File: config.mk
export PLATFORM = sky130hd
export DESIGN_NAME = rs_issue_select
export DESIGN_NICKNAME = d
export VERILOG_FILES = /design/src/logic/rs_pkg.sv /design/src/logic/rs_issue_select.sv
export VERILOG_INCLUDE_DIRS = /design/src /design/src/logic
export SDC_FILE = /design/constraint.sdc
export NUM_CORES = 1
export LEC_CHECK = 0
export ABC_AREA = 1
export BUFFER_PORTS_ARGS = -buffer_cell sky130_fd_sc_hd__buf_2
export CAP_MARGIN = 20
export CORE_AREA = 8 8 273 275
export DETAILED_ROUTE_END_ITERATION = 8
export DIE_AREA = 0 0 281 283
export MAX_ROUTING_LAYER = met4
export PLACE_DENSITY = 0.3
export SYNTH_ARGS = -nofsm -noshare
export SYNTH_HDL_FRONTEND = slang
export SYNTH_SLANG_ARGS = --single-unit
File: constraint.sdc
create_clock -name vclk -period 1.1
set_input_delay 0.22 -clock vclk [all_inputs]
set_output_delay 0.22 -clock vclk [all_outputs]
set_load 0.01 [all_outputs]
File: src/logic/rs_cfg.svh
//////////////////////////////////////////////////
// Sizes and latencies for the issue stage
// Physical register, ROB and station sizes
// Data width and multiplier latency
//////////////////////////////////////////////////
`ifndef RS_CFG_SVH
`define RS_CFG_SVH

`define PRN_SIZE     32                   // Physical registers
`define ROB_SIZE     16                   // ROB entries
`define RS_SIZE      4                    // Reservation station entries
`define XLEN         64                   // Data width
`define MULT_CYCLES  4                    // Issue cycle to CDB2 cycle, at least 2

`define TAG_W        $clog2(`PRN_SIZE)    // Physical tag width
`define ROB_W        $clog2(`ROB_SIZE)    // ROB index width

`endif

File: src/logic/rs_pkg.sv
//////////////////////////////////////////////////
// Shared types for the issue stage
// Opcodes, unit classes, multiplier states
// Opcode to unit class decode
//////////////////////////////////////////////////
package rs_pkg;

	typedef enum logic [5:0] {
		OP_ADD   = 6'h00,                   // Zero so idle entry outputs merge cleanly
		OP_SUB   = 6'h01,
		OP_AND   = 6'h02,
		OP_OR    = 6'h03,
		OP_XOR   = 6'h04,
		OP_MUL   = 6'h05,
		OP_STORE = 6'h06
	} op_e;

	typedef enum logic [1:0] {
		USE_ADDER      = 2'd0,
		USE_MULTIPLIER = 2'd1,
		USE_MEMORY     = 2'd2
	} fu_e;

	typedef enum logic {
		MULT_IDLE,                           // Free for a new multiply
		MULT_BUSY                            // Counting down or broadcasting
	} mult_state_e;

	// Unit class of an opcode, used by entries and the issue selector
	function automatic fu_e fu_of_op(input op_e op);
		case (op)
		OP_MUL:   return USE_MULTIPLIER;
		OP_STORE: return USE_MEMORY;
		default:  return USE_ADDER;       // Every logic op runs on the ALU
		endcase
	endfunction

endpackage

File: src/logic/rs_issue_select.sv
//////////////////////////////////////////////////
// Issue selector
// Picks the lowest ready entry
// OR-merges entry outputs, decodes issue strobes
//////////////////////////////////////////////////
`timescale 1ns/1ps
`include "rs_cfg.svh"

module rs_issue_select import rs_pkg::*;
(
	input  logic [`RS_SIZE-1:0]              entry_ready,
	input  logic [`RS_SIZE-1:0][`XLEN-1:0]   entry_opa,       // Zero unless enabled
	input  logic [`RS_SIZE-1:0][`XLEN-1:0]   entry_opb,
	input  logic [`RS_SIZE-1:0][`TAG_W-1:0]  entry_dest_tag,
	input  logic [`RS_SIZE-1:0][`ROB_W-1:0]  entry_rob_idx,
	input  op_e  [`RS_SIZE-1:0]              entry_op,
	output logic [`RS_SIZE-1:0]              use_enable,      // One-hot grant
	output logic                             alu_issue,
	output logic                             mult_issue,
	output logic                             store_valid,
	output op_e                              issue_op,
	output logic [`XLEN-1:0]                 issue_opa,
	output logic [`XLEN-1:0]                 issue_opb,
	output logic [`TAG_W-1:0]                issue_dest_tag,
	output logic [`ROB_W-1:0]                issue_rob_idx
);

	logic        any_ready;
	logic [5:0]  op_bits;                          // Merged opcode before cast
	fu_e         issue_fu;

	//////////////////////////////////////////////////
	// Grant
	//////////////////////////////////////////////////
	always_comb
	begin
		use_enable = '0;
		any_ready  = 1'b0;
		for (int i = 0; i < `RS_SIZE; i++)
		begin
			if (entry_ready[i] && !any_ready)   // Lowest index wins
			begin
				use_enable[i] = 1'b1;
				any_ready     = 1'b1;
			end
		end
	end

	//////////////////////////////////////////////////
	// Merge
	//////////////////////////////////////////////////
	always_comb
	begin
		issue_opa      = '0;
		issue_opb      = '0;
		issue_dest_tag = '0;
		issue_rob_idx  = '0;
		op_bits        = '0;
		for (int i = 0; i < `RS_SIZE; i++)
		begin
			issue_opa      = issue_opa | entry_opa[i];
			issue_opb      = issue_opb | entry_opb[i];
			issue_dest_tag = issue_dest_tag | entry_dest_tag[i];
			issue_rob_idx  = issue_rob_idx | entry_rob_idx[i];
			op_bits        = op_bits | entry_op[i];
		end
	end

	assign issue_op = op_e'(op_bits);
	assign issue_fu = fu_of_op(issue_op);

	// Exactly one strobe when something issues
	assign alu_issue   = any_ready && (issue_fu == USE_ADDER);
	assign mult_issue  = any_ready && (issue_fu == USE_MULTIPLIER);
	assign store_valid = any_ready && (issue_fu == USE_MEMORY);

endmodule

---- Yosys cells after proc, flatten, opt, wreduce, memory -nomap -nowiden ----
Index checks and enable logic that the tools add are counted.
operators by class
  equality and inequality tests ........... 4
  bitwise logic cells ..................... 15
  reduce and logical (&&, ||, !) cells .... 10
  muxes and demuxes ....................... 8
operators by type and width
  cell                                                                    number
  64-bit bitwise OR                                                       6
  6-bit bitwise OR                                                        3
  5-bit bitwise OR                                                        3
  6-bit by 3-bit equality test with 1-bit output (second input constant)  2
  4-bit bitwise OR                                                        3
  1-bit 2-to-1 mux                                                        7
  1-bit logical AND                                                       6
  2-bit one-hot mux with 2 select lines                                   1
  1-bit zero test                                                         3
  2-bit by 1-bit equality test with 1-bit output (second input constant)  1
  2-bit equality test (second input constant)                             1
  2-bit zero test                                                         1
word-level totals
  logic and storage cells ................. 37
  register bits after elaboration ......... 0

---- Logic depth before layout (Yosys ltp) ----
  depth in word-level cells ............... 11
  gate-level depth with buffers ........... 7
  depth with buffers taken out ............ 7

---- Least setup slack after synthesis ----
OpenSTA, ideal clock, no wires.
  path kind ............................... input to output
  start point ............................. input entry_op[22] (netlist bit)
  end point ............................... output store_valid
  stages .................................. 5
  required time ........................... 0.880 ns
  arrival ................................. 0.835 ns
  slack ................................... 0.045 ns
  path buffers ............................ 0
  cell sequence ........................... nor2_1 -> nand2_1 -> nor2_2 -> nand3_1 -> nor2_1
on the way
  longest elaborated chain between the ends .. 5
RTL lines
  item                                            RTL line               text
  from (decl)                                     rs_issue_select.sv:16  input op_e [`RS_SIZE-1:0] entry_op,
  6-bit bitwise OR *                              rs_issue_select.sv:65  op_bits = op_bits | entry_op[i];
  net issue_op[4]                                 rs_issue_select.sv:21  output op_e issue_op,
  6-bit by 3-bit equality test with 1-bit output  rs_pkg.sv:31           case (op)
  2-bit one-hot mux with 2 select lines *         rs_pkg.sv:31
  2-bit equality test *                           rs_issue_select.sv:75  assign store_valid = any_ready && (issue_fu == USE_MEMORY);
  1-bit logical AND *                             rs_issue_select.sv:75
  to (decl)                                       rs_issue_select.sv:20  output logic store_valid,
The timed path passes the listed nets; every way through them passes the cells marked *.

---- Worst setup path after layout ----
  start point ............................. input entry_op[22] (netlist bit)
  end point ............................... output alu_issue
on the way
  longest elaborated chain between the ends .. 5
RTL lines
  item                                            RTL line               text
  6-bit bitwise OR *                              rs_issue_select.sv:65
  6-bit by 3-bit equality test with 1-bit output  rs_pkg.sv:31
  2-bit one-hot mux with 2 select lines *         rs_pkg.sv:31
  2-bit zero test *                               rs_issue_select.sv:73  assign alu_issue = any_ready && (issue_fu == USE_ADDER);
  1-bit logical AND *                             rs_issue_select.sv:73
  to (decl)                                       rs_issue_select.sv:18  output logic alu_issue,
Mark *: on every way between the ends. The rest lies on a longest branch, timed or not.

==> flow_summary_export.csv <==
group,metric,value,unit
timing,clock.fmax,784,MHz
finish,seq_cells,0,
placement,pre_cts_slack,-0.315,ns
finish,non_filler_instance_count_after_layout,1876,
finish,fillCellCount,8124,
finish,area_growth,581,%
worst_setup_path,cp_slowest_cell,"sky130_fd_sc_hd__nor2_4",
route,drcViolationCount,0,
worst_setup_path,critical_path.endpoint_type,"output pin",
worst_setup_path,critPathBufInv,2,
placement,place_congestion,0.965,
timing,final_period_minus_worst_setup_slack,1.27,ns
status,status,"finished with violations",
worst_setup_path,path_max_fanout,2,
global_routing,grt_util_all_layers,0.0594,
timing,timing.final.crit_share,1.16,
pwr,power_density_cells,257,nW/um^2
job,timing.max_cap.violations,0,
floorplanning,boundaryPins,726,
logic_synthesis,seq_area_frac_synth,0,
placement,detailedPlacementHpwl,24500,um
timing,max-slew-margin-rel,0.868,
floorplanning,die_width,281,um
floorplanning,core_region_area,70500,um^2
timing,tightestPinTransition,0.197,ns
logic_synthesis,synthDominantAreaCellType,"sky130_fd_sc_hd__or4_1",
pwr,ir_drop,0.0808,mV
placement,portBuffers,726,
worst_setup_path,cp_common_cell,"sky130_fd_sc_hd__nor2_4",
worst_setup_path,worst_ep_arrival_time,1.05,ns
logic_synthesis,netlist_top_cells_area,"sky130_fd_sc_hd__or4_1 82%, sky130_fd_sc_hd__inv_1 4.2%, sky130_fd_sc_hd__nor2_1 4.2%, sky130_fd_sc_hd__nand2_1 2.4%, sky130_fd_sc_hd__nor2_2 2.0%",
worst_setup_path,crit_path_start_kind,"input pin",
route,routed_wl,26800,um
floorplanning,placementRows,98,
floorplanning,initial_cell_density_of_the_core,0.0178,
global_routing,antenna_violations_before_repair,7,
worst_setup_path,timing.setup.critical_path_class,"input pin to output pin",
global_routing,grt_pass1_vias,5998,
finish,multiInputGateArea,1570,um^2
hold_path,timing.hold.worst.class,"input pin to output pin",
logic_synthesis,yosysWarningCount,0,
route,drtPass1Iterations,4,
logic_synthesis,post_synth_inst_count,187,
finish,final_layout_size_suffix_gt1_frac,0.914,
worst_setup_path,crit_chain,"buf_6, nor2_2, nand2_2, nor2_4, nand3_4, nor2_4, nor2_4, buf_6",
route,post_drt_wl_per_cell,14.3,um
pwr,cellLeakagePower,3.84,nW
logic_synthesis,synth.top_cell.area_share,0.820,
worst_setup_path,max_stage_delay,0.16,ns
worst_setup_path,critPathRequiredTime,0.88,ns
global_routing,grt_first_pass_wirelength,35500,um
route,first_drt_iteration_drcs,60,
logic_synthesis,postSynthAreaPerCell,6.70,um^2
logic_synthesis,postSynthNetCount,763,
timing,setup_repair_after_global_routing_missed_its_margin,"true",
route,drtAntennaViolNets,0,
finish,regArea,0,um^2
timing,hold_violations,0,
status,failed_checks,"negative setup slack",
route,detail_route.vias_per_cell,2.62,
logic_synthesis,netlist_area,1250,um^2
timing,timing.final.setup_violations,140,
timing,final_critical_path_setup_slack,-0.175,ns
global_routing,grt_max_degree,4,
clock_tree,cts_hold_repair.buffers,0,
timing,setup_total_negative_slack,-12.80,ns
worst_setup_path,path_delay_family,"simple AND/OR/NAND/NOR gates",
finish,clockBufferCount,0,
floorplanning,design.die.area,79500,um^2
floorplanning,vert_die_dim,283,um
timing,report.final.slew_viol_count,0,
finish,finish.net_count,1500,
placement,dp_cells,1871,
route,vias,4912,
logic_synthesis,synthDistinctLibCells,14,
global_routing,overflow,0,
final timing paths:
kind,slack (ns),depth (start not counted),to,start
worst min-delay path,0.69,3,issue_opb[49],entry_opb[241]
worst max-delay path,-0.17,8,alu_issue,entry_op[22]
per-stage QoR:
step	util	area (um^2)	power, mW	hold slack [ns]
global route	0.121	8540	2.33	0.702
global placement	0.0870	6140	1.42	0.707
floorplan	-	1250	0.221	0.488
CTS	0.109	7670	1.93	0.698
detailed placement	0.0870	6140	1.43	0.705
finish	0.121	8540	2.19	0.693
cells in the final DEF (no fill, tap or decap):
master | Yosys | routed
sky130_fd_sc_hd__buf_2 | 0 | 407
sky130_fd_sc_hd__buf_6 | 0 | 317
sky130_fd_sc_hd__or4_4 | 0 | 72
sky130_fd_sc_hd__or4_1 | 137 | 65
sky130_fd_sc_hd__nor2_4 | 0 | 10
sky130_fd_sc_hd__buf_4 | 1 | 10
sky130_fd_sc_hd__nand2_2 | 1 | 8
sky130_fd_sc_hd__inv_2 | 1 | 8
sky130_fd_sc_hd__inv_1 | 14 | 7
sky130_fd_sc_hd__nor2_2 | 4 | 5
sky130_fd_sc_hd__diode_2 | 0 | 4
sky130_fd_sc_hd__nor2_1 | 14 | 3
sky130_fd_sc_hd__buf_8 | 0 | 2
sky130_fd_sc_hd__nand3_1 | 2 | 1
sky130_fd_sc_hd__nand3_4 | 0 | 1
sky130_fd_sc_hd__nand3_2 | 1 | 1
sky130_fd_sc_hd__nand4_1 | 1 | 1
sky130_fd_sc_hd__nand2_1 | 8 | 1
sky130_fd_sc_hd__nor3_2 | 1 | 1
sky130_fd_sc_hd__nor3_1 | 1 | 1
sky130_fd_sc_hd__nor4_2 | 0 | 1
where the power goes:
group	total, mW	switching [mW]	internal, mW
registers	0	0	0
clock network	0.000000490	0	0.000000490
logic	2.19	0.620	1.57
layout make-up:
type               count  area share
well taps            950       0.139
diodes                 4     0.00117
multi-input cells    171       0.184
inverters             15     0.00659
repair buffers       736       0.669
cells by family after synthesis:
family                 Yosys count  synth area share
buffers and inverters           16            0.0509
and+or+nand+nor                171             0.949
cell usage after synthesis, types with 2 or more instances:
| cell | instances |
|---|---|
| sky130_fd_sc_hd__nand2_1 | 8 |
| sky130_fd_sc_hd__nor2_1 | 14 |
| sky130_fd_sc_hd__inv_1 | 14 |
| sky130_fd_sc_hd__nor2_2 | 4 |
| sky130_fd_sc_hd__nand3_1 | 2 |
| sky130_fd_sc_hd__or4_1 | 137 |
layer usage:
metal	share of wire	track usage
met4	0.030	0.0143
met3	0.10	0.0149
met2	0.57	0.123
met5	0	-
met1	0.30	0.0519
timing repair:
item	in CTS	in global routing
endpoints found under the setup margin	142	142
buffers inserted	2	0
gates resized for setup	283	161
pin swaps	144	95
gates cloned	0	0
No activity file was read; power rests on OpenSTA's default activity.
