`src/logic/rs_cfg.svh`:
```
//////////////////////////////////////////////////
// Sizes and latencies for the issue stage
// Physical register, ROB and station sizes
// Data width and multiplier latency
//////////////////////////////////////////////////
`ifndef RS_CFG_SVH
`define RS_CFG_SVH

`define PRN_SIZE     32                   // Physical registers
`define ROB_SIZE     16                   // ROB entries
`define RS_SIZE      4                    // Reservation station entries
`define XLEN         64                   // Data width
`define MULT_CYCLES  4                    // Issue cycle to CDB2 cycle, at least 2

`define TAG_W        $clog2(`PRN_SIZE)    // Physical tag width
`define ROB_W        $clog2(`ROB_SIZE)    // ROB index width

`endif

```
`src/logic/rs_pkg.sv`:
```
//////////////////////////////////////////////////
// Shared types for the issue stage
// Opcodes, unit classes, multiplier states
// Opcode to unit class decode
//////////////////////////////////////////////////
package rs_pkg;

	typedef enum logic [5:0] {
		OP_ADD   = 6'h00,                   // Zero so idle entry outputs merge cleanly
		OP_SUB   = 6'h01,
		OP_AND   = 6'h02,
		OP_OR    = 6'h03,
		OP_XOR   = 6'h04,
		OP_MUL   = 6'h05,
		OP_STORE = 6'h06
	} op_e;

	typedef enum logic [1:0] {
		USE_ADDER      = 2'd0,
		USE_MULTIPLIER = 2'd1,
		USE_MEMORY     = 2'd2
	} fu_e;

	typedef enum logic {
		MULT_IDLE,                           // Free for a new multiply
		MULT_BUSY                            // Counting down or broadcasting
	} mult_state_e;

	// Unit class of an opcode, used by entries and the issue selector
	function automatic fu_e fu_of_op(input op_e op);
		case (op)
		OP_MUL:   return USE_MULTIPLIER;
		OP_STORE: return USE_MEMORY;
		default:  return USE_ADDER;       // Every logic op runs on the ALU
		endcase
	endfunction

endpackage

```
`src/logic/alu_unit.sv`:
```
//////////////////////////////////////////////////
// Single-cycle integer unit
// Add, sub, and, or, xor, result onto CDB1
//////////////////////////////////////////////////
`timescale 1ns/1ps
`include "rs_cfg.svh"

module alu_unit import rs_pkg::*;
(
	input  logic               clock,
	input  logic               reset,
	input  logic               issue,              // Operands valid this cycle
	input  op_e                op,
	input  logic [`XLEN-1:0]   opa,
	input  logic [`XLEN-1:0]   opb,
	input  logic [`TAG_W-1:0]  dest_tag,
	input  logic [`ROB_W-1:0]  rob_idx,
	output logic               cdb_valid,
	output logic [`TAG_W-1:0]  cdb_tag,
	output logic [`XLEN-1:0]   cdb_data,
	output logic [`ROB_W-1:0]  cdb_rob_idx
);

	logic [`XLEN-1:0]  result;

	always_comb
	begin
		case (op)
		OP_ADD:  result = opa + opb;
		OP_SUB:  result = opa - opb;
		OP_AND:  result = opa & opb;
		OP_OR:   result = opa | opb;
		OP_XOR:  result = opa ^ opb;
		default: result = '0;                  // Not an ALU op
		endcase
	end

	// Broadcast in the cycle after issue
	always_ff @(posedge clock)
	begin
		if (reset)
			cdb_valid <= 1'b0;
		else
			cdb_valid <= issue;
	end

	always_ff @(posedge clock)
	begin
		if (issue)
		begin
			cdb_data    <= result;
			cdb_tag     <= dest_tag;
			cdb_rob_idx <= rob_idx;
		end
	end

endmodule

```
`config.mk`:
```
export PLATFORM = sky130hd
export DESIGN_NAME = alu_unit
export DESIGN_NICKNAME = d
export VERILOG_FILES = /design/src/logic/rs_pkg.sv /design/src/logic/alu_unit.sv
export VERILOG_INCLUDE_DIRS = /design/src /design/src/logic
export SDC_FILE = /design/constraint.sdc
export NUM_CORES = 1
export LEC_CHECK = 0
export ABC_AREA = 0
export BUFFER_PORTS_ARGS = -buffer_cell sky130_fd_sc_hd__buf_2
export CAP_MARGIN = 20
export CORE_MARGIN = 2
export CORE_UTILIZATION = 50
export DETAILED_ROUTE_END_ITERATION = 12
export GPL_TIMING_DRIVEN = 0
export MAX_ROUTING_LAYER = met4
export PLACE_DENSITY = 0.76
export SETUP_SLACK_MARGIN = 0.02
export SLEW_MARGIN = 40
export SYNTH_ARGS = -nofsm -noshare
export SYNTH_HDL_FRONTEND = slang
export SYNTH_SLANG_ARGS = --single-unit
```
`constraint.sdc`:
```
create_clock -name clock -period 8.2 [get_ports clock]
set_input_delay 1.64 -clock clock [delete_from_list [all_inputs] [get_ports clock]]
set_output_delay 1.64 -clock clock [all_outputs]
set_load 0.05 [all_outputs]
```
### After elaboration in Yosys (flattened, before gate mapping)

Index checks and enable logic that the tools add are counted.

| operators by class | value |
|---|---|
| add/subtract/negate cells | 2 |
| reduce and logical (&&, ||, !) cells | 1 |
| equal/unequal tests | 4 |
| mux-type cells | 1 |
| bitwise gates (word level) | 3 |

Operator list:

| cell | number |
|---|---|
| $pmux W64 S5 | 1 |
| $add A64 B64 Y64 | 1 |
| $and A64 B64 Y64 | 1 |
| $or A64 B64 Y64 | 1 |
| $sub A64 B64 Y64 | 1 |
| $xor A64 B64 Y64 | 1 |
| $eq A6 B2 Y1 const B | 2 |
| $eq A6 B1 Y1 const B | 1 |
| $eq A6 B3 Y1 const B | 1 |
| $logic_not A6 Y1 | 1 |

| storage, ports and cells | value |
|---|---|
| bits of input ports | 146 |
| flip-flop bits (word level) | 74 |
| logic and storage cells | 15 |

### Longest topological paths before layout

Gate-level depths: netlist (run 1).

| depth | value |
|---|---|
| depth after elaboration | 2 |
| depth in mapped cells | 24 |

### Worst setup path after synthesis (run 1)

No wires, ideal clock.

| timing path | value |
|---|---|
| path type | input to register |
| start point | in opb[1] |
| end point | reg cdb_data[62], data pin |
| stages on the path | 21 |
| arrival time | 6.294 ns |
| setup time | 0.275 ns |
| path buffers | 2 |
| required time | 7.925 ns |
| slack | 1.630 ns |
| cells stage by stage | inv_1 -> ha_1 -> nand2_2 -> or4_4 -> or4_4 -> or4_4 -> buf_6 -> o31ai_1 -> xnor2_1 -> ha_1 -> buf_2 -> nand4_1 -> or4_1 -> a211oi_1 -> nor2_1 -> o41ai_1 -> a311oi_1 -> o41ai_2 -> a31oi_1 -> xor2_1 -> o221ai_1 |

| between the ends | value |
|---|---|
| word-level cells in the longest chain between the ends | 2 |
| elaborated cells on any way between the ends | 3 |
| classes of those cells | add/sub: 2; mux: 1 |

RTL lines:

| what | line | source |
|---|---|---|
| start, declared | alu_unit.sv:15 | `` input logic [`XLEN-1:0] opb, `` |
| $sub A64 B64 Y64 or $add A64 B64 Y64 (tied branches) | alu_unit.sv:30, alu_unit.sv:29 |  |
| $pmux W64 S5 * | alu_unit.sv:28 | `case (op)` |
| via result[62] | alu_unit.sv:24 | `` logic [`XLEN-1:0] result; `` |
| end signal, assigned | alu_unit.sv:51 | `cdb_data <= result;` |
| end, declared | alu_unit.sv:20 | `` output logic [`XLEN-1:0] cdb_data, `` |

Mark *: on every way through the listed nets, which the timed path passes. The rest lies on a longest branch.
A chain may end at the register's enable or synchronous reset.

### Worst setup path after layout (run 1)

| timing path | value |
|---|---|
| start point | in op[3] |
| end point | reg cdb_data[56], data pin |

| between the ends | value |
|---|---|
| word-level cells in the longest chain between the ends | 2 |
| elaborated cells on any way between the ends | 6 |
| classes of those cells | eq/ne: 4; mux: 1; reduce/logical: 1 |

RTL lines:

| what | line | source |
|---|---|---|
| start, declared | alu_unit.sv:13 | `input op_e op,` |
| $eq A6 B3 Y1 (tied with other cells) | alu_unit.sv:28 |  |
| $pmux W64 S5 * | alu_unit.sv:28 |  |
| via result[56] | alu_unit.sv:24 |  |

Marked as above.

==> run_results.csv, run 1 <==
group,metric,value,unit
outcome,status,"complete, no violations",
logic_synthesis,seq_area_frac_synth,0.2020,
global_route,grt_max_degree,41,
sta,period_share,0.9262,
cts,htreeDepth,3,
logic_synthesis,ys_seq_elements,74,
detailed_routing,avgRoutedWirePerCell,19.30,um
cts,cts-root-buf,"clkbuf_16",
sta,grt_setup_unrepaired,"false",
cells_and_area,syn_to_final_growth,16.48,%
cells_and_area,fillers,2017,
detailed_routing,drc,0,
die,die_w,152.0,um
cts,post-cts-setup-buffer-count,0,
logic_synthesis,synth_edf_count,73,
worst_setup_path,cp.arrival,7.69,ns
place,dpl_worst_slack,0.3181,ns
cts,cts-buffers-inserted,9,
global_route,grt-ovfl-total,0,
place,dp_hpwl,28.64,mm
sta,max_slew.worst_pin.slew,0.9004,ns
logic_synthesis,async_reset_ff_frac,0,
logic_synthesis,synthTopCellsByArea,"ha_1 (22%), edfxtp_1 (20%), xnor2_1 (7.6%), a21oi_1 (6.1%), inv_1 (5.5%)",
cts,hold_buffers,0,
detailed_routing,wl_met3,2.515,mm
logic_synthesis,synth_top_area_cell,"ha_1",
worst_setup_path,critical_path_class,"input port to flip-flop",
sta,max_clock_freq,0.1317,GHz
worst_setup_path,path_cells,"buf_2 -> nor4_1 -> nor2b_1 -> and2_1 -> clkbuf_2 -> buf_1 -> nor2_1 -> xnor2_1 -> ha_1 -> nor2b_1 -> o2111ai_1 -> a211o_1 -> a21oi_1 -> o21bai_1 -> a21o_1 -> a2111oi_0 -> nor3b_1 -> o41ai_1 -> xnor2_1 -> o21ai_1",
global_route,grt_pass1_vias,10560,
worst_setup_path,slowest_stage,"buf_1",
worst_hold_path,min_path_type,"input port to flip-flop",
detailed_routing,via_count,11040,
worst_setup_path,critPathBufInv,3,
cells_and_area,layout.nets,1930,
global_route,grt_usage,0.3108,
sta,fin_crit,7.595,ns
logic_synthesis,synth_xor_area_frac,0.09998,
logic_synthesis,synthDistinctLibCells,69,
detailed_routing,top_layer,"met4",
detailed_routing,ant_nets,0,
logic_synthesis,synth_top_family_by_area,"compound AO/OA/AOI/OAI gates",
logic_synthesis,synthMuxAreaShare,0.01554,
cells_and_area,finish.utilization,0.5881,
cells_and_area,drive_above_1_share,0.1742,
detailed_routing,drtIter0Drc,988,
global_route,antenna_found_initial,3,
sta,setup_slack,0.6052,ns
detailed_routing,wl_met1,16.37,mm
sta,final-setup-viol-count,0,
logic_synthesis,ys_warn_count,0,
die,core_area,21690,um2
worst_setup_path,worst_ep_required_time,8.29,ns
worst_setup_path,end_kind,"flip-flop",
die,die_h,152.0,um
flow_run,cap_violations,0,
die,io_pins,220,
power_and_ir_drop,vdd.ir_drop.worst,0.07842,mV
cts,cts_tree,"yes",
cells_and_area,final_cell_mix,"buf_2 (225), ha_1 (192), inv_1 (161), a21oi_1 (134)",
logic_synthesis,synth-compound-area-share,0.2515,
cts,clk_pin_slew,0.07,ns
logic_synthesis,syn_area,10950,um2
power_and_ir_drop,power_leakage,5.959,nW
cts,clock_sinks,74,
worst_setup_path,crit_fanout,10,
place,dp_cells,1860,
logic_synthesis,synth_ff_type,"edfxtp_1",
global_route,grt_pass1_wl,55.97,mm
die,fp.dieArea,23100,um2
sta,final_hold_viol_count,0,
detailed_routing,vias_per_cell,5.876,
cells_and_area,final_cells,1879,
detailed_routing,first_pass_iters,5,
detailed_routing,wl_met2,16.20,mm
logic_synthesis,netlist_instances,1359,
logic_synthesis,synthAdderAreaFrac,0.2212,
logic_synthesis,synth_nets,1698,
worst_setup_path,max_stage_delay,0.73,ns
cts,max-clock-path-buffers,2,
power_and_ir_drop,p_total,0.001559,W
power_and_ir_drop,powerDensity,122.2,nW/um2
detailed_routing,wl,36.26,mm
cells_and_area,final_common_cell,"buf_2",
die,initial_core_util,0.5049,
logic_synthesis,avgSynthCellArea,8.058,um2
logic_synthesis,synth-simple-area-share,0.1297,
sta,slew_viol_final,0,
logic_synthesis,synth_top_area_share,0.2194,
worst_setup_path,cp_top_family,"compound AO/OA/AOI/OAI gates",
sta,hold_ws,1.434,ns
cts,cts_resized,0,
die,num_rows,54,
worst_setup_path,worstSetupStartpointType,"input port",
place,place.gp.congestion,0.9995,
sta,relSlewSlack,0.3998,
place,io_buffers,218,
==> Yosys cell counts (22+ instances only) <==
| library cell | n |
|---|---|
| edfxtp_1 | 73 |
| a21oi_1 | 134 |
| inv_1 | 161 |
| ha_1 | 192 |
| nor2_1 | 95 |
| o21ai_0 | 91 |
| a21o_1 | 35 |
| clkbuf_1 | 49 |
| a211oi_1 | 46 |
| xor2_1 | 30 |
| nand4_1 | 22 |
| xnor2_1 | 95 |
| nand2_1 | 85 |
| a31oi_1 | 26 |
==> logic make-up (layout without fill, tap and decap cells) <==
| kind of cell | after synthesis | after routing |
|---|---|---|
| compound gates | 434 | 434 |
| xor+xnor | 125 | 125 |
| fa+ha+maj | 193 | 193 |
| buf+inv | 226 | 463 |
| flops | 74 | 74 |
| mux | 17 | 17 |
| other cells | 0 | 3 |
| simple gates | 290 | 290 |
==> power by group <==
| part | leakage (nW) | total (W) | switching (W) | internal (W) |
|---|---|---|---|---|
| sequential | 0.705 | 0.000450 | 0.00000721 | 0.000443 |
| clock | 0.135 | 0.000412 | 0.000201 | 0.000211 |
| combinational | 5.12 | 0.000697 | 0.000458 | 0.000239 |
| total | 5.96 | 0.00156 | 0.000666 | 0.000893 |
==> cell type report <==
class / instances / area, um2 / area share
inverter: 165 / 633.1 / 0.04964
sequential: 74 / 2212 / 0.1734
clock buffer: 9 / 225.2 / 0.01766
tap: 280 / 350.3 / 0.02747
buffer: 61 / 250.2 / 0.01962
multi-input combinational: 1059 / 7888 / 0.6184
antenna: 3 / 7.507 / 0.0005886
clock inverter: 7 / 61.31 / 0.004807
timing repair buffer: 221 / 1127 / 0.08839
==> registers in the layout (all words and copies together), names as in the netlist <==
| register | count |
|---|---|
| cdb_tag | 5 |
| cdb_rob_idx | 4 |
| cdb_valid | 1 |
| cdb_data | 64 |
==> layer usage <==
layer  global-route usage  up-vias
met3              0.03708       79
met1               0.4176     5157
met5                    -        -
met4               0.1215        0
li1                     -     5331
met2               0.4792      474
==> final timing paths <==
| kind | start | endpoint | cells past startpoint |
|---|---|---|---|
| max | op[3] | cdb_data[56] | 20 |
| min | reset | cdb_valid | 2 |
==> through the flow <==
step	setup TNS [ns]	area [um2]
after floorplan	0	10950
after global placement	-0.6831	12390
after detailed placement	0	12450
after CTS	0	12730
after global routing	0	12750
final	0	12750
No activity file was read; power rests on OpenSTA's default activity.
==> run 2, diff against run 1 <==
- CORE_ASPECT_RATIO: not set -> 1.4
- clock period: 8.2 -> 8.04 ns (I/O delays scaled with it)
==> run_results.csv, run 2 (synthesized netlist as in run 1, its figures left out) <==
group,metric,value,unit
outcome,status,"complete, no violations",
sta,final-setup-viol-count,0,
worst_setup_path,slowest_stage,"buf_1",
worst_setup_path,worst_ep_required_time,8.13,ns
cts,cts-root-buf,"clkbuf_16",
detailed_routing,via_count,11050,
cts,cts_tree,"yes",
worst_hold_path,min_path_type,"input port to flip-flop",
detailed_routing,drc,0,
flow_run,cap_violations,0,
worst_setup_path,critical_path_class,"input port to flip-flop",
die,die_h,179.1,um
power_and_ir_drop,p_clk_frac,0.277,
worst_setup_path,cp.arrival,7.79,ns
cells_and_area,final_common_cell,"buf_2",
cells_and_area,largest_register_ff_count,64,
die,initial_core_util,0.5046,
die,num_rows,64,
global_route,grt_pass1_wl,56.20,mm
detailed_routing,wl_met3,1.811,mm
cts,max-clock-path-buffers,2,
detailed_routing,first_pass_iters,5,
global_route,grt_pass1_vias,10970,
cells_and_area,final_cells,1896,
detailed_routing,wl_met2,18.58,mm
worst_hold_path,min_delay_path_depth,2,
sta,hold_ws,1.399,ns
cells_and_area,fillers,2051,
global_route,grt-ovfl-total,0,
place,dp_cells,1877,
worst_setup_path,max_stage_delay,0.74,ns
sta,slew_viol_final,0,
sta,period_share,0.9572,
cts,htreeDepth,3,
power_and_ir_drop,p_total,0.001623,W
die,die_w,129.1,um
cts,cts_resized,0,
worst_setup_path,crit_top_cell,"a31oi_1",
power_and_ir_drop,p_sw,0.0006830,W
worst_setup_path,path_cells,"buf_2 -> nor4_2 -> nor2b_1 -> and2_1 -> clkbuf_2 -> buf_1 -> a31oi_1 -> xnor2_1 -> ha_1 -> nand4_1 -> or4_1 -> a211oi_1 -> nor2_1 -> o41ai_1 -> a311oi_1 -> o41ai_2 -> a31oi_1 -> xor2_1 -> o221ai_1",
sta,max_clock_freq,0.1299,GHz
power_and_ir_drop,power.share.sequential,0.283,
power_and_ir_drop,comb_power_share,0.440,
sta,grt_setup_unrepaired,"false",
sta,setup_slack,0.3444,ns
sta,fin_crit,7.696,ns
die,io_pins,220,
cells_and_area,drive_above_1_share,0.1753,
global_route,grt_max_degree,44,
die,core_area,21700,um2
cells_and_area,layout.nets,1931,
place,dp_hpwl,29.85,mm
cts,clk_pin_slew,0.07,ns
detailed_routing,avgRoutedWirePerCell,19.45,um
place,io_buffers,218,
place,dpl_worst_slack,-0.09389,ns
detailed_routing,wl,36.88,mm
detailed_routing,vias_per_cell,5.830,
power_and_ir_drop,p_int,0.0009396,W
global_route,antenna_found_initial,2,
cells_and_area,finish.utilization,0.5899,
sta,max_slew.worst_pin.slew,0.9189,ns
sta,final_hold_viol_count,0,
cells_and_area,syn_to_final_growth,16.91,%
cts,clock_sinks,74,
detailed_routing,ant_nets,0,
power_and_ir_drop,vdd.ir_drop.worst,0.1023,mV
place,place.gp.congestion,0.9998,
cts,hold_buffers,0,
detailed_routing,drtIter0Drc,624,
cells_and_area,largestRegisters,"cdb_data: 64 flops, cdb_tag: 5 flops, cdb_rob_idx: 4 flops",
worst_setup_path,end_kind,"flip-flop",
power_and_ir_drop,powerDensity,126.7,nW/um2
detailed_routing,wl_met1,14.33,mm
worst_setup_path,crit_fanout,10,
sta,relSlewSlack,0.3874,
worst_setup_path,worstSetupStartpointType,"input port",
cells_and_area,final_cell_mix,"buf_2 (227), ha_1 (192), inv_1 (161), a21oi_1 (134)",
die,fp.dieArea,23120,um2
global_route,grt_usage,0.3254,
power_and_ir_drop,switching_share,0.4209,
power_and_ir_drop,power_leakage,5.977,nW
cts,post-cts-setup-buffer-count,0,
detailed_routing,top_layer,"met4",
cells_and_area,regMostFlops,"cdb_data",
cts,cts-buffers-inserted,9,
==> run 2: layer usage <==
| layer | vias up | track usage |
|---|---|---|
| li1 | 5336 | - |
| met1 | 5177 | 0.3495 |
| met2 | 408 | 0.5710 |
| met3 | 133 | 0.03790 |
| met4 | 0 | 0.1979 |
| met5 | - | - |
==> run 2: final timing paths <==
check	start	slack [ns]	end
min	reset	1.40	cdb_valid
max	op[3]	0.34	cdb_data[62]
==> run 2: stage by stage <==
stage	TNS [ns]	instance area, um2
2_1_floorplan	0	10950
3_3_place_gp	-5.341	12410
3_5_place_dp	-0.1360	12470
4_1_cts	0	12770
5_1_grt	0	12800
6_report	0	12800
==> run 2: area by class of cell <==
| class | count | area [um2] | area share |
|---|---|---|---|
| tap | 297 | 371.6 | 0.02903 |
| antenna | 2 | 5.005 | 0.0003909 |
| multi-input combinational | 1059 | 7893 | 0.6165 |
| clock inverter | 7 | 77.57 | 0.006059 |
| buffer | 61 | 250.2 | 0.01955 |
| inverter | 165 | 633.1 | 0.04945 |
| clock buffer | 9 | 225.2 | 0.01759 |
| timing repair buffer | 222 | 1135 | 0.08864 |
| sequential | 74 | 2212 | 0.1728 |
==> run 2: power by group through the flow <==
stage	logic (W)	registers, W	clock network, W
after floorplan	0.000388	0.000563	0
after global placement	0.000693	0.000468	0
after detailed placement	0.000702	0.000467	0
after CTS	0.000706	0.000459	0.000452
after global routing	0.000780	0.000461	0.000462
final	0.000714	0.000459	0.000450
==> run 2: critical path, delay by kind of cell <==
| family | cells | cell delay [ns] |
|---|---|---|
| fa+ha+maj | 1 | 0.40 |
| simple gates | 6 | 2.24 |
| buf+inv | 3 | 1.30 |
| xor+xnor | 2 | 0.37 |
| compound gates | 7 | 1.84 |
==> run 3, diff against run 2 <==
- RECOVER_POWER: not set -> 25
==> run_results.csv, run 3 (synthesized netlist as in run 1, its figures left out) <==
group,metric,value,unit
cts,cts-buffers-inserted,9,
sta,max_slew.worst_pin.slew,2.423,ns
cts,cts_resized,0,
cells_and_area,regMostFlops,"cdb_data",
cts,post-cts-setup-buffer-count,0,
sta,slew_viol_final,77,
cts,clk_pin_slew,0.07,ns
detailed_routing,drtIter0Drc,620,
cells_and_area,seqCellArea,2212,um2
die,core_area,21700,um2
worst_setup_path,worstSetupStartpointType,"input port",
flow_run,cap_violations,2,
worst_setup_path,critical_path_class,"input port to flip-flop",
cells_and_area,fillers,2054,
cells_and_area,layout.nets,1931,
sta,final-setup-viol-count,0,
sta,hold_ws,1.400,ns
cells_and_area,final_cell_mix,"buf_2 (227), ha_1 (192), inv_1 (161), a21oi_1 (134)",
place,io_buffers,218,
detailed_routing,via_count,11050,
global_route,antenna_found_initial,2,
cells_and_area,largestRegisters,"cdb_data: 64 flops, cdb_tag: 5 flops, cdb_rob_idx: 4 flops",
cts,hold_buffers,0,
sta,setup_slack,0.3435,ns
power_and_ir_drop,powerDensity,127.0,nW/um2
sta,final_hold_viol_count,0,
place,dpl_worst_slack,-0.09389,ns
global_route,grt_usage,0.3254,
global_route,grt_pass1_wl,56.20,mm
sta,relSlewSlack,-0.6156,
cts,cts-root-buf,"clkbuf_16",
global_route,grt_max_degree,44,
sta,grt_setup_unrepaired,"false",
outcome,violations,"capacitance limit, slew limit",
detailed_routing,wl,36.87,mm
cells_and_area,final_common_cell,"buf_2",
die,num_rows,64,
worst_hold_path,min_path_type,"input port to flip-flop",
sta,max_clock_freq,0.1299,GHz
die,io_pins,220,
cells_and_area,largest_register_ff_count,64,
die,die_w,129.1,um
cells_and_area,final_cells,1896,
cts,htreeDepth,3,
detailed_routing,avgRoutedWirePerCell,19.45,um
cts,cts_tree,"yes",
power_and_ir_drop,vdd.ir_drop.worst,0.1030,mV
outcome,status,"finished with violations",
cells_and_area,syn_to_final_growth,16.69,%
detailed_routing,drc,0,
place,dp_cells,1877,
detailed_routing,first_pass_iters,5,
sta,period_share,0.9573,
place,place.gp.congestion,0.9998,
worst_setup_path,cp.arrival,7.79,ns
die,die_h,179.1,um
worst_setup_path,crit_fanout,10,
cts,clock_sinks,74,
worst_setup_path,end_kind,"flip-flop",
global_route,grt_pass1_vias,10970,
cts,max-clock-path-buffers,2,
global_route,grt-ovfl-total,0,
power_and_ir_drop,power_leakage,5.964,nW
place,dp_hpwl,29.85,mm
die,fp.dieArea,23120,um2
cells_and_area,drive_above_1_share,0.1741,
detailed_routing,ant_nets,0,
cells_and_area,multi_input_area,7893,um2
die,initial_core_util,0.5046,
sta,fin_crit,7.696,ns
worst_setup_path,worst_ep_required_time,8.13,ns
detailed_routing,vias_per_cell,5.826,
==> run 3: cell count changes in the layout (fill, tap and decap cells not counted), sizes merged <==
cell / previous run / this run
buf: 233 / 231
clkbuf: 59 / 61
==> run 3: final timing paths <==
| check | start | to | cells past startpoint |
|---|---|---|---|
| max | op[3] | cdb_data[62] | 19 |
| min | reset | cdb_valid | 2 |
==> run 3: cell type report <==
| cell class | instances | area share |
|---|---|---|
| plain buffers | 61 | 0.01958 |
| flip-flops and latches | 74 | 0.1731 |
| well taps | 297 | 0.02908 |
| clock buffers | 9 | 0.01762 |
| repair buffers | 222 | 0.08695 |
| multi-input cells | 1059 | 0.6176 |
| inverters | 165 | 0.04954 |
| clock inverters | 7 | 0.006071 |
| diodes | 2 | 0.0003917 |
==> run 3: report_power, final <==
group	switching (W)	internal, W
registers	0.00000687	0.000453
logic	0.000470	0.000243
clock network	0.000207	0.000244
==> run 3: metrics by stage <==
step,util,setup TNS [ns],instance area (um2),total power [W]
2_1_floorplan,-,0,10950,0.0009510
3_3_place_gp,0.5720,-5.341,12410,0.001161
3_5_place_dp,0.5745,-0.1360,12470,0.001169
4_1_cts,0.5884,0,12770,0.001617
5_1_grt,0.5888,0,12780,0.001703
6_report,0.5888,0,12780,0.001623
==> run 3: worst max-delay path, cell delays in order <==
cell	delay, ns
buf_2	0.12
nor4_2	0.57
nor2b_1	0.54
and2_1	0.22
clkbuf_2	0.45
buf_1	0.73
a31oi_1	0.13
xnor2_1	0.18
ha_1	0.40
nand4_1	0.20
or4_1	0.57
a211oi_1	0.21
nor2_1	0.15
o41ai_1	0.36
a311oi_1	0.20
o41ai_2	0.60
a31oi_1	0.21
xor2_1	0.19
o221ai_1	0.14
==> run 3: metal layers <==
layer | part of all wire | track usage | vias up
met1 | 0.39 | 0.3495 | 5174
met3 | 0.050 | 0.03790 | 137
met2 | 0.50 | 0.5710 | 402
met4 | 0.060 | 0.1979 | 0
li1 | - | - | 5334
met5 | 0 | - | -
