<file path="src/logic/rs_cfg.svh">
//////////////////////////////////////////////////
// Sizes and latencies for the issue stage
// Physical register, ROB and station sizes
// Data width and multiplier latency
//////////////////////////////////////////////////
`ifndef RS_CFG_SVH
`define RS_CFG_SVH

`define PRN_SIZE     32                   // Physical registers
`define ROB_SIZE     16                   // ROB entries
`define RS_SIZE      4                    // Reservation station entries
`define XLEN         64                   // Data width
`define MULT_CYCLES  4                    // Issue cycle to CDB2 cycle, at least 2

`define TAG_W        $clog2(`PRN_SIZE)    // Physical tag width
`define ROB_W        $clog2(`ROB_SIZE)    // ROB index width

`endif

</file>
<file path="src/logic/rs_pkg.sv">
//////////////////////////////////////////////////
// Shared types for the issue stage
// Opcodes, unit classes, multiplier states
// Opcode to unit class decode
//////////////////////////////////////////////////
package rs_pkg;

	typedef enum logic [5:0] {
		OP_ADD   = 6'h00,                   // Zero so idle entry outputs merge cleanly
		OP_SUB   = 6'h01,
		OP_AND   = 6'h02,
		OP_OR    = 6'h03,
		OP_XOR   = 6'h04,
		OP_MUL   = 6'h05,
		OP_STORE = 6'h06
	} op_e;

	typedef enum logic [1:0] {
		USE_ADDER      = 2'd0,
		USE_MULTIPLIER = 2'd1,
		USE_MEMORY     = 2'd2
	} fu_e;

	typedef enum logic {
		MULT_IDLE,                           // Free for a new multiply
		MULT_BUSY                            // Counting down or broadcasting
	} mult_state_e;

	// Unit class of an opcode, used by entries and the issue selector
	function automatic fu_e fu_of_op(input op_e op);
		case (op)
		OP_MUL:   return USE_MULTIPLIER;
		OP_STORE: return USE_MEMORY;
		default:  return USE_ADDER;       // Every logic op runs on the ALU
		endcase
	endfunction

endpackage

</file>
<file path="src/logic/rs_one_entry.sv">
//////////////////////////////////////////////////
// Single reservation station entry
// Holds one instruction, snoops CDB1 and CDB2
// Reports ready once operands and unit allow
//////////////////////////////////////////////////
`timescale 1ns/1ps
`include "rs_cfg.svh"

module rs_one_entry import rs_pkg::*;
(
	input  logic               clock,
	input  logic               reset,
	input  logic               load,              // Take the dispatched instruction
	input  op_e                op,
	input  logic [`XLEN-1:0]   opa,               // Value, or tag in the low bits
	input  logic [`XLEN-1:0]   opb,
	input  logic               opa_valid,         // 1 means opa holds data
	input  logic               opb_valid,
	input  logic [`TAG_W-1:0]  dest_tag,
	input  logic [`ROB_W-1:0]  rob_idx,
	input  logic               cdb1_valid,
	input  logic [`TAG_W-1:0]  cdb1_tag,
	input  logic [`XLEN-1:0]   cdb1_data,
	input  logic               cdb2_valid,
	input  logic [`TAG_W-1:0]  cdb2_tag,
	input  logic [`XLEN-1:0]   cdb2_data,
	input  logic               adder_available,
	input  logic               mult_available,
	input  logic               memory_available,
	input  logic               use_enable,        // Selected for issue this cycle
	output logic               ready,
	output logic               available,         // Entry is free
	output logic [`XLEN-1:0]   opa_out,
	output logic [`XLEN-1:0]   opb_out,
	output logic [`TAG_W-1:0]  dest_tag_out,
	output logic [`ROB_W-1:0]  rob_idx_out,
	output op_e                op_out
);

	logic               in_use;
	logic               opa_valid_reg;
	logic               opb_valid_reg;
	logic [`XLEN-1:0]   opa_reg;
	logic [`XLEN-1:0]   opb_reg;
	logic [`TAG_W-1:0]  dest_tag_reg;
	logic [`ROB_W-1:0]  rob_idx_reg;
	op_e                op_reg;
	fu_e                fu_class;
	logic               fu_ready;
	logic               a_cdb1, b_cdb1;           // Tag hits on CDB1
	logic               a_cdb2, b_cdb2;           // Tag hits on CDB2

	//////////////////////////////////////////////////
	// Wakeup and readiness
	//////////////////////////////////////////////////
	assign a_cdb1 = in_use && !opa_valid_reg && cdb1_valid && (opa_reg[`TAG_W-1:0] == cdb1_tag);
	assign b_cdb1 = in_use && !opb_valid_reg && cdb1_valid && (opb_reg[`TAG_W-1:0] == cdb1_tag);
	assign a_cdb2 = in_use && !opa_valid_reg && cdb2_valid && (opa_reg[`TAG_W-1:0] == cdb2_tag);
	assign b_cdb2 = in_use && !opb_valid_reg && cdb2_valid && (opb_reg[`TAG_W-1:0] == cdb2_tag);

	assign fu_class = fu_of_op(op_reg);

	always_comb
	begin
		case (fu_class)
		USE_ADDER:      fu_ready = adder_available;
		USE_MULTIPLIER: fu_ready = mult_available;
		USE_MEMORY:     fu_ready = memory_available;
		default:        fu_ready = 1'b0;
		endcase
	end

	assign available = ~in_use;
	assign ready     = in_use & opa_valid_reg & opb_valid_reg & fu_ready;

	// Outputs are zero unless selected, so the selector can OR them
	assign opa_out      = use_enable ? opa_reg : '0;
	assign opb_out      = use_enable ? opb_reg : '0;
	assign dest_tag_out = use_enable ? dest_tag_reg : '0;
	assign rob_idx_out  = use_enable ? rob_idx_reg : '0;
	assign op_out       = use_enable ? op_reg : op_e'('0);

	//////////////////////////////////////////////////
	// State
	//////////////////////////////////////////////////
	always_ff @(posedge clock)
	begin
		if (reset)
		begin
			in_use        <= 1'b0;
			opa_valid_reg <= 1'b0;
			opb_valid_reg <= 1'b0;
		end
		else if (load)                        // Load beats wakeup and release
		begin
			in_use        <= 1'b1;
			opa_valid_reg <= opa_valid;
			opb_valid_reg <= opb_valid;
		end
		else
		begin
			if (a_cdb1 || a_cdb2)
				opa_valid_reg <= 1'b1;
			if (b_cdb1 || b_cdb2)
				opb_valid_reg <= 1'b1;
			if (use_enable)
				in_use <= 1'b0;               // Sent to its unit
		end
	end

	always_ff @(posedge clock)
	begin
		if (load)
		begin
			opa_reg      <= opa;
			opb_reg      <= opb;
			op_reg       <= op;
			dest_tag_reg <= dest_tag;
			rob_idx_reg  <= rob_idx;
		end
		else
		begin
			if (a_cdb1)
				opa_reg <= cdb1_data;
			if (a_cdb2)
				opa_reg <= cdb2_data;          // CDB2 wins on a double hit
			if (b_cdb1)
				opb_reg <= cdb1_data;
			if (b_cdb2)
				opb_reg <= cdb2_data;
		end
	end

endmodule

</file>
<file path="config.mk">
export PLATFORM = sky130hd
export DESIGN_NAME = rs_one_entry
export DESIGN_NICKNAME = d
export VERILOG_FILES = /design/src/logic/rs_pkg.sv /design/src/logic/rs_one_entry.sv
export VERILOG_INCLUDE_DIRS = /design/src /design/src/logic
export SDC_FILE = /design/constraint.sdc
export NUM_CORES = 1
export LEC_CHECK = 0
export BUFFER_PORTS_ARGS = -buffer_cell sky130_fd_sc_hd__buf_2
export CAP_MARGIN = 20
export CORE_AREA = 2 2 171 173
export CTS_BUF_LIST = sky130_fd_sc_hd__clkbuf_8
export CTS_CLUSTER_DIAMETER = 30
export DETAILED_ROUTE_END_ITERATION = 10
export DIE_AREA = 0 0 173 175
export SLEW_MARGIN = 20
export SYNTH_ARGS = -nofsm -noshare
export SYNTH_HDL_FRONTEND = slang
export SYNTH_SLANG_ARGS = --single-unit
</file>
<file path="constraint.sdc">
create_clock -name clock -period 4.82 [get_ports clock]
set_input_delay 0.964 -clock clock [delete_from_list [all_inputs] [get_ports clock]]
set_output_delay 0.964 -clock clock [all_outputs]
set_load 0.01 [all_outputs]
</file>
After elaboration in Yosys (flattened, before gate mapping):

Cells that the tools add are included.

* flip-flop bits (word level): 146
* input port bits: 292
* output and inout bits: 145

* eq/ne operators: 8
* mux-type cells: 19
* bitwise logic cells: 4
* reduce and logical (&&, ||, !) cells: 20

Operator list (number)
* $mux W64: 8
* $eq A5 B5 Y1: 4
* $eq A6 B3 Y1 const B: 2
* $logic_and A1 B1 Y1: 10
* $mux W1: 6
* $mux W6: 1
* $reduce_bool A2 Y1: 3
* $reduce_bool A3 Y1: 2
* $mux W5: 1
* $mux W4: 1
* $pmux W2 S2: 1
* $and A1 B1 Y1: 3
* $pmux W1 S3: 1
* $eq A2 B1 Y1 const B: 1
* $eq A2 B2 Y1 const B: 1
* $logic_not A1 Y1: 2
* $logic_not A2 Y1: 1
* $logic_or A1 B1 Y1: 2
* $not A1 Y1: 1

Longest topological paths before layout:

Gate-level depths: netlist of the first run.

* depth in word-level cells: 7
* gate-level depth with buffers: 6
* depth with buffers taken out: 4

Least setup slack after synthesis of the first run:

No wires, ideal clock.

* kind: in2reg
* start: input load
* end: register opa_reg[0], enable pin
* library setup time: 0.432 ns
* arrival time: 3.324 ns
* required time: 4.388 ns
* path slack: 1.063 ns
* stages: 4
* cell sequence: buf_2 clkbuf_1 clkbuf_1 nand2b_1

* cells in the longest elaborated chain, start to end: 1

Ends and longest elaborated chain
* start: declaration: RTL line rs_one_entry.sv:13 `input logic load,`
* $reduce_bool A3 Y1 (no line)
* end signal: assignment: RTL line rs_one_entry.sv:115 `opa_reg <= opa;`
* end signal: assignment: RTL line rs_one_entry.sv:124 `opa_reg <= cdb1_data;`
* end signal: assignment: RTL line rs_one_entry.sv:126 `opa_reg <= cdb2_data;`
* end: declaration: RTL line rs_one_entry.sv:43 `` logic [`XLEN-1:0] opa_reg; ``

No other way between the ends.
A chain may end at the register's enable or synchronous reset.

Worst setup path after layout of the first run:

* start: input use_enable
* end: output opa_out[1]

* cells in the longest elaborated chain, start to end: 1

Ends and longest elaborated chain
* start: declaration: RTL line rs_one_entry.sv:30 `input logic use_enable,`
* $mux W64: RTL line rs_one_entry.sv:77 `assign opa_out = use_enable ? opa_reg : '0;`
* end: declaration: RTL line rs_one_entry.sv:33 `` output logic [`XLEN-1:0] opa_out, ``

No other way between the ends.

==> results of run 1 <==
[cells by family (layout without fill, tap and decap cells)]
family | Yosys count | in the layout | share of synthesized area [%]
AO/OA/AOI/OAI | 393 | 393 | 21.5
XOR/XNOR | 20 | 20 | 1.78
buffers and inverters | 127 | 488 | 5.79
flip-flops | 146 | 146 | 44.2
other | 0 | 3 | 0
AND/OR/NAND/NOR | 394 | 394 | 26.7
[where the power goes]
group	switching, mW	total, mW	internal [mW]
Clock	0.543	1.21	0.667
Combinational	0.448	0.751	0.303
Sequential	0.0472	1.55	1.51
Total	1.04	3.52	2.48
[final cells by class]
class | instances | area share [%]
multi-input cells | 807 | 39.3
flip-flops and latches | 146 | 34.4
repair buffers | 453 | 18.6
well taps | 384 | 3.79
clock buffers | 17 | 1.85
clock inverters | 13 | 1.85
inverters | 5 | 0.148
diodes | 3 | 0.0593
[cell usage in the layout (no fill, tap or decap), types with 3 or more instances in the layout]
cell and n:
nor2_1 6, diode_2 3, o21ai_1 23, buf_4 15, edfxtp_1 143, clkbuf_8 17
o21ai_0 105, buf_2 434, nor4b_1 37, nor2b_1 129, a31oi_1 92, xor2_1 10
nor3b_1 64, xnor2_1 8, and2_1 143, a21oi_1 167, inv_1 6, bufinv_16 6
[path summary, 6_finish.rpt]
kind                   start          end  slack, ns  depth (start not counted)
setup reg to reg      in_use  opb_reg[30]       1.92                          4
hold reg to reg       in_use       in_use       0.64                          2
hold / removal        in_use       in_use       0.64                          2
setup / recovery  use_enable   opa_out[1]       1.81                          3
[worst max-delay path: stages]
cell    delay (ns)
buf_6         0.57
and2_1        0.26
buf_2         0.14
[metal layers]
layer / wire [um] / vias up / track usage [%]
met4: 882 / 4 / 8.86
met5: 27 / - / 0
met3: 3340 / 69 / 5.03
met1: 15600 / 4825 / 31.4
met2: 19100 / 627 / 41.2
li1: - / 4632 / -
==> flow_summary.json, run 1 <==
{
  "outcome": "completed",
  "nNetsFinal": 1722,
  "min_period_ns": 3.01,
  "antenna_found_initial": 5,
  "grt_max_degree": 145,
  "syn-cell-area_sq_mm": 0.00985,
  "cts_hold_buf": 0,
  "dpl.hpwl_um": 25300,
  "finalCritPeriodShare_pct": 62.4,
  "power_density_mw_per_mm2": 278,
  "syn_inst": 1080,
  "ir_worst_vdd_v": 0.000151,
  "multi_input_area_sq_mm": 0.00498,
  "synth_ff_type": "edfxtp_1",
  "vias": 10157,
  "avgRoutedWirePerCell_um": 21.3,
  "fin_skew_ns": 0.0238,
  "drt_iter0_markers": 1084,
  "clock_latency_ns": 0.45,
  "ctsResizeCount": 0,
  "setup_tns_ns": 0,
  "hold_ws_ns": 0.639,
  "grt_usage_pct": 24.6,
  "power_mw": 3.52,
  "critPathMaxFanout": 144,
  "worstHoldPathType": "reg -> reg",
  "h-tree-depth": 4,
  "gp_congestion": 0.868,
  "rsz0062_at_grt": "false",
  "synthArstFlopShare_pct": 0,
  "fin_area_sq_mm": 0.0127,
  "dp_cells": 1794,
  "drc": 0,
  "area_delta_synth_final_pct": 28.6,
  "cts.sinks": 146,
  "preCtsSetupSlack_ns": 1.37,
  "vias_per_cell": 5.56,
  "synth.ff_latch_count": 146,
  "maxCapViolCount": 0,
  "leakagePower_nw": 4.99,
  "num-fill-cells": 2898,
  "placed_area_sq_mm": 0.0122,
  "finalHoldViolCount": 0,
  "routed_wl_um": 38900,
  "clkTransAtPathRegs_ns": 0.09,
  "ff_latch_area_sq_mm": 0.00436,
  "drive_gt1_share_pct": 34.4,
  "stdcell_count": 1828,
  "seq_area_frac_synth_pct": 44.2,
  "io_pins": 437,
  "postCtsSetupRepairBufs": 0,
  "yosys.area.top_type": "edfxtp_1",
  "cp-start-kind": "input pin",
  "rows": 62,
  "grt_pass1_wl_um": 58100,
  "synth_top_cell_area_share_pct": 43.6,
  "relSlewSlack_pct": 30.4,
  "cts_root_buf": "clkbuf_8",
  "synth-edff-count": 143,
  "crit_path_end_kind": "primary output",
  "ant_nets": 0,
  "crit_required_ns": 3.86,
  "grt_pass1_vias": 9854,
  "grt_overflow_total": 0,
  "worstSetupPathType": "in -> out",
  "numPortBuffers": 436,
  "fin_util_pct": 44.6,
  "yosysMostFrequentCell": "a21oi_1",
  "die_h_um": 175,
  "yosys_warnings": 0,
  "cts_buffer_depth": 2,
  "worst_slack_ns": 1.81,
  "critPathArrivalTime_ns": 2.04,
  "synth_area_leaders": "edfxtp_1 44%, and2_1 9.1%, a21oi_1 8.5%",
  "tritoncts": "done",
  "setup_violations": 0,
  "finalMaxSlewViolations": 0,
  "syn_avg_cell_area_sq_um": 9.12,
  "ys_types": 34,
  "max_freq_ghz": 0.333,
  "first_pass_iters": 6,
  "fp.dieW_um": 173,
  "numCtsBuffers": 17,
  "synth.top_cells.by_count": "167 x a21oi_1, 143 x and2_1, 143 x edfxtp_1, 129 x nor2b_1, 105 x o21ai_0",
  "dieArea_sq_mm": 0.0303,
  "tightest_slew_ns": 1.04,
  "synth.net_count": 1372,
  "start_util_pct": 34.7,
  "core_sq_mm": 0.0284
}
No activity file was read; power rests on OpenSTA's default activity.
==> inputs of run 2 (changes only) <==
==> constraint.sdc (replaced) <==
create_clock -name clock -period 3.1 [get_ports clock]
set_input_delay 0.62 -clock clock [delete_from_list [all_inputs] [get_ports clock]]
set_output_delay 0.62 -clock clock [all_outputs]
set_load 0.01 [all_outputs]
==> run 2 against run 1 <==
  * First-iteration DRC count fell by 11%
  * Critical path depth increased by 2
  * Clock skew decreased by 0.0043 ns
  * Largest power group unchanged
  * Highest routed layer is now met4
==> flow_summary.json, run 2 (synthesis results as in run 1) <==
{
  "outcome": "completed",
  "area_delta_synth_final_pct": 29.2,
  "first_pass_iters": 5,
  "power_mw": 5.19,
  "setup_violations": 0,
  "max_freq_ghz": 0.380,
  "grt_overflow_total": 0,
  "start_util_pct": 34.7,
  "h-tree-depth": 4,
  "routed_wl_um": 39700,
  "layout_common_cells": "434 x buf_2, 167 x a21oi_1, 143 x and2_1, 143 x edfxtp_1, 129 x nor2b_1",
  "hold_path_startpoint": "rob_idx[0]",
  "gp_congestion": 0.880,
  "layout_commonest_cell": "buf_2",
  "leakagePower_nw": 5.03,
  "nNetsFinal": 1732,
  "drive_gt1_share_pct": 34.9,
  "drt_iter0_markers": 970,
  "crit_path_end_kind": "primary output",
  "r2r-start": "opb_reg[2]",
  "tightest_slew_ns": 0.912,
  "critPathArrivalTime_ns": 2.01,
  "antenna_found_initial": 4,
  "hold_depth": 1,
  "fin_util_pct": 44.8,
  "ir_worst_vdd_v": 0.000200,
  "min_period_ns": 2.63,
  "ant_nets": 0,
  "reg2reg_to": "opb_reg[27]",
  "finalMaxSlewViolations": 0,
  "cts.sinks": 146,
  "finalCritPeriodShare_pct": 84.8,
  "grt_max_degree": 92,
  "tritoncts": "done",
  "rsz0062_at_grt": "false",
  "grt_pass1_vias": 9981,
  "rows": 62,
  "setup_tns_ns": 0,
  "placed_area_sq_mm": 0.0123,
  "ff_latch_area_sq_mm": 0.00436,
  "io_pins": 437,
  "grt_usage_pct": 25.4,
  "grt_use_met1_pct": 31.8,
  "core_sq_mm": 0.0284,
  "worst_slack_ns": 0.471,
  "worstHoldPathType": "in -> reg",
  "critPathMaxFanout": 3,
  "cts_hold_buf": 0,
  "multi_input_area_sq_mm": 0.00498,
  "vias_per_cell": 5.57,
  "postCtsSetupRepairBufs": 0,
  "worstSetupPathType": "reg -> out",
  "crit_required_ns": 2.48,
  "num-fill-cells": 2869,
  "preCtsSetupSlack_ns": 0.562,
  "use_met2_pct": 42.4,
  "reg2reg_slack_ns": 0.77,
  "fin_area_sq_mm": 0.0127,
  "power_density_mw_per_mm2": 408,
  "finalHoldViolCount": 0,
  "clkTransAtPathRegs_ns": 0.10,
  "grt_pass1_wl_um": 59500,
  "numCtsBuffers": 17,
  "dieArea_sq_mm": 0.0303,
  "met3_usage_pct": 5.72,
  "relSlewSlack_pct": 39.2,
  "ctsResizeCount": 0,
  "die_h_um": 175,
  "clock_latency_ns": 0.46,
  "fin_skew_ns": 0.0196,
  "worst_hold_path.endpoint": "rob_idx_reg[0]",
  "vias": 10261,
  "avgRoutedWirePerCell_um": 21.5,
  "fp.dieW_um": 173,
  "cts_root_buf": "clkbuf_8",
  "top_usage_layer": "met2",
  "cts_buffer_depth": 2,
  "reg2reg_depth": 5,
  "numPortBuffers": 436,
  "drc": 0,
  "cp-start-kind": "flip-flop",
  "maxCapViolCount": 0,
  "dpl.hpwl_um": 26100
}
==> run 2: worst max-delay path, stage by stage (launching register included) <==
cell and delay [ns]:
edfxtp_1 0.43, nor4b_1 0.60, a311oi_1 0.18, a21oi_1 0.15, nor2_1 0.05, buf_2 0.14
==> run 2: worst max-delay path by stage <==
stage / start / endpoint / depth (start not counted)
2_1_floorplan: load / opa_reg[0] / 4
3_3_place_gp: cdb2_tag[2] / opb_reg[1] / 6
3_5_place_dp: cdb2_tag[2] / opb_reg[58] / 6
4_1_cts: op_reg[5] / ready / 5
5_1_grt: op_reg[5] / ready / 5
6_report: op_reg[5] / ready / 5
==> run 2: area by class of cell <==
class | instances | area share, %
inverter | 5 | 0.147
antenna | 5 | 0.0983
tap | 384 | 3.77
clock buffer | 17 | 1.84
clock inverter | 15 | 1.24
timing repair buffer | 463 | 19.6
sequential | 146 | 34.2
multi-input combinational | 807 | 39.1
==> run 2: metrics by stage <==
step	cells	hold slack (ns)
5_1_grt	1842	0.284
6_report	1842	0.330
3_3_place_gp	1805	0.630
2_1_floorplan	1080	0.531
4_1_cts	1837	0.289
3_5_place_dp	1805	0.615
==> run 2: report_power, final <==
group	switching, mW	total, mW	internal (mW)
sequential	0.0553	2.39	2.34
combinational	0.729	1.22	0.489
clock	0.856	1.58	0.725
==> run 2: routing by layer <==
| metal | up-vias | part of all wire [%] | routed length, um |
|---|---|---|---|
| met1 | 4831 | 40 | 15900 |
| li1 | 4663 | - | - |
| met3 | 77 | 9.1 | 3590 |
| met5 | - | 0 | 0 |
| met2 | 690 | 48 | 19100 |
| met4 | 0 | 2.7 | 1090 |
==> inputs of run 3 (changes only) <==
--- a/config.mk
+++ b/config.mk
@@ -8,11 +8,11 @@
 export LEC_CHECK = 0
 export BUFFER_PORTS_ARGS = -buffer_cell sky130_fd_sc_hd__buf_2
 export CAP_MARGIN = 20
-export CORE_AREA = 2 2 171 173
+export CORE_AREA = 2 2 170 172
 export CTS_BUF_LIST = sky130_fd_sc_hd__clkbuf_8
 export CTS_CLUSTER_DIAMETER = 30
 export DETAILED_ROUTE_END_ITERATION = 10
-export DIE_AREA = 0 0 173 175
+export DIE_AREA = 0 0 172 174
 export SLEW_MARGIN = 20
 export SYNTH_ARGS = -nofsm -noshare
 export SYNTH_HDL_FRONTEND = slang
==> constraint.sdc (replaced) <==
create_clock -name clock -period 2.2 [get_ports clock]
set_input_delay 0.44 -clock clock [delete_from_list [all_inputs] [get_ports clock]]
set_output_delay 0.44 -clock clock [all_outputs]
set_load 0.01 [all_outputs]
==> run 3 against run 2 <==
  * Largest power group unchanged
  * Clock skew is 0.0096 ns higher
  * First-iteration DRC count increased by 25%
  * Final area increased by 1.6%
  * Worst hold slack worse by 0.18 ns
  * Sequential cell count did not move
  * Register-to-register slack got worse by 0.63 ns
  * Sequential share of layout area shrank 0.52 points
==> flow_summary.json, run 3 (synthesis results as in run 1) <==
{
  "tightest_slew_ns": 0.536,
  "ir_worst_vdd_v": 0.000288,
  "cts_buffer_depth": 2,
  "routed_wl_um": 39100,
  "use_met2_pct": 41.5,
  "finalHoldViolCount": 0,
  "drc": 0,
  "critPathMaxFanout": 3,
  "cts_root_buf": "clkbuf_8",
  "critPathArrivalTime_ns": 1.70,
  "power_density_mw_per_mm2": 571,
  "clkTransAtPathRegs_ns": 0.11,
  "finalMaxSlewViolations": 0,
  "relSlewSlack_pct": 64.3,
  "dpl.hpwl_um": 27100,
  "grt_usage_pct": 25.0,
  "grt_pass1_wl_um": 57500,
  "max_freq_ghz": 0.468,
  "ant_nets": 0,
  "h-tree-depth": 4,
  "cp-start-kind": "flip-flop",
  "avgRoutedWirePerCell_um": 21.1,
  "dieArea_sq_mm": 0.0299,
  "crit_path_end_kind": "primary output",
  "top_usage_layer": "met2",
  "hold_depth": 1,
  "area_delta_synth_final_pct": 31.2,
  "met3_usage_pct": 4.28,
  "cts.sinks": 146,
  "drive_gt1_share_pct": 35.5,
  "rsz0062_at_grt": "true",
  "vias": 10303,
  "reg2reg_depth": 6,
  "first_pass_iters": 5,
  "grt_max_degree": 75,
  "core_sq_mm": 0.0282,
  "maxCapViolCount": 0,
  "fp.dieW_um": 172,
  "grt_pass1_vias": 9928,
  "worst_hold_path.endpoint": "op_reg[0]",
  "vias_per_cell": 5.57,
  "die_h_um": 174,
  "grt_overflow_total": 0,
  "io_pins": 437,
  "worstSetupPathType": "reg -> out",
  "power_mw": 7.38,
  "tritoncts": "done",
  "reg2reg_slack_ns": 0.14,
  "hold_ws_ns": 0.150,
  "setup_tns_ns": 0,
  "numPortBuffers": 436,
  "reg2reg_to": "opa_reg[30]",
  "crit_required_ns": 1.76,
  "grt_use_met1_pct": 32.8,
  "r2r-start": "opa_reg[4]",
  "antenna_found_initial": 3,
  "worstHoldPathType": "in -> reg",
  "numCtsBuffers": 17,
  "rows": 62,
  "gp_congestion": 0.902,
  "finalCritPeriodShare_pct": 97.1,
  "start_util_pct": 34.9,
  "drt_iter0_markers": 1214,
  "clock_latency_ns": 0.45,
  "leakagePower_nw": 5.12,
  "outcome": "completed",
  "fin_skew_ns": 0.0292,
  "layout_common_cells": "434 x buf_2, 167 x a21oi_1, 143 x and2_1, 143 x edfxtp_1, 129 x nor2b_1",
  "layout_commonest_cell": "buf_2",
  "nNetsFinal": 1744,
  "hold_path_startpoint": "op[0]",
  "num-fill-cells": 2840,
  "setup_violations": 0,
  "min_period_ns": 2.14
}
[run 3: what timing repair did]
action	in CTS	in global routing
buffers inserted	0	0
setup endpoints to repair	1	1
hold buffers	0	0
resized for setup	1	1
hold endpoints to repair	0	0
[run 3: critical path, stage by stage (launching register included)]
cell and delay (ns):
edfxtp_1 0.44, nor4b_4 0.35, a311oi_1 0.14, a21oi_1 0.13, nor2_1 0.05, buf_2 0.14
[run 3: power by group]
group	internal, mW	switching [mW]
Sequential	3.29	0.0799
Clock	1.02	1.23
Combinational	0.726	1.02
Total	5.04	2.34
[run 3: metal layers]
layer	part of all wire (%)	routed length, um
met4	2.6	1020
met2	49	19100
met1	41	15900
met5	0	0
met3	8.0	3120
[run 3: layout make-up]
| class | instances | area (sq um) | area share [%] |
|---|---|---|---|
| Sequential cell | 146 | 4360 | 33.7 |
| Multi-Input combinational cell | 807 | 4990 | 38.6 |
| Timing Repair Buffer | 475 | 2680 | 20.8 |
| Clock inverter | 14 | 155 | 1.20 |
| Inverter | 5 | 18.8 | 0.145 |
| Clock buffer | 17 | 234 | 1.81 |
| Tap cell | 384 | 480 | 3.72 |
| Antenna cell | 2 | 5.00 | 0.0387 |
[run 3: how the worst max path moves through the flow]
stage,from,endpoint,slack [ns],cells past startpoint
3_3_place_gp,cdb2_tag[2],opb_reg[5],0.06,6
6_report,op_reg[4],ready,0.06,5
4_1_cts,op_reg[4],ready,0.007,5
5_1_grt,op_reg[3],ready,-0.05,5
2_1_floorplan,load,opa_reg[0],0.04,4
3_5_place_dp,cdb2_tag[2],opb_reg[5],0.05,6
[run 3: per-stage QoR]
stage | instance area (sq um) | std cells | util [%] | worst slack [ns]
floorplan | 9870 | 1080 | - | 0.0386
global placement | 12500 | 1817 | 44.3 | 0.0587
detailed placement | 12500 | 1817 | 44.3 | 0.0494
CTS | 12900 | 1848 | 45.7 | 0.00687
global route | 12900 | 1850 | 45.8 | -0.0527
finish | 12900 | 1850 | 45.8 | 0.0643
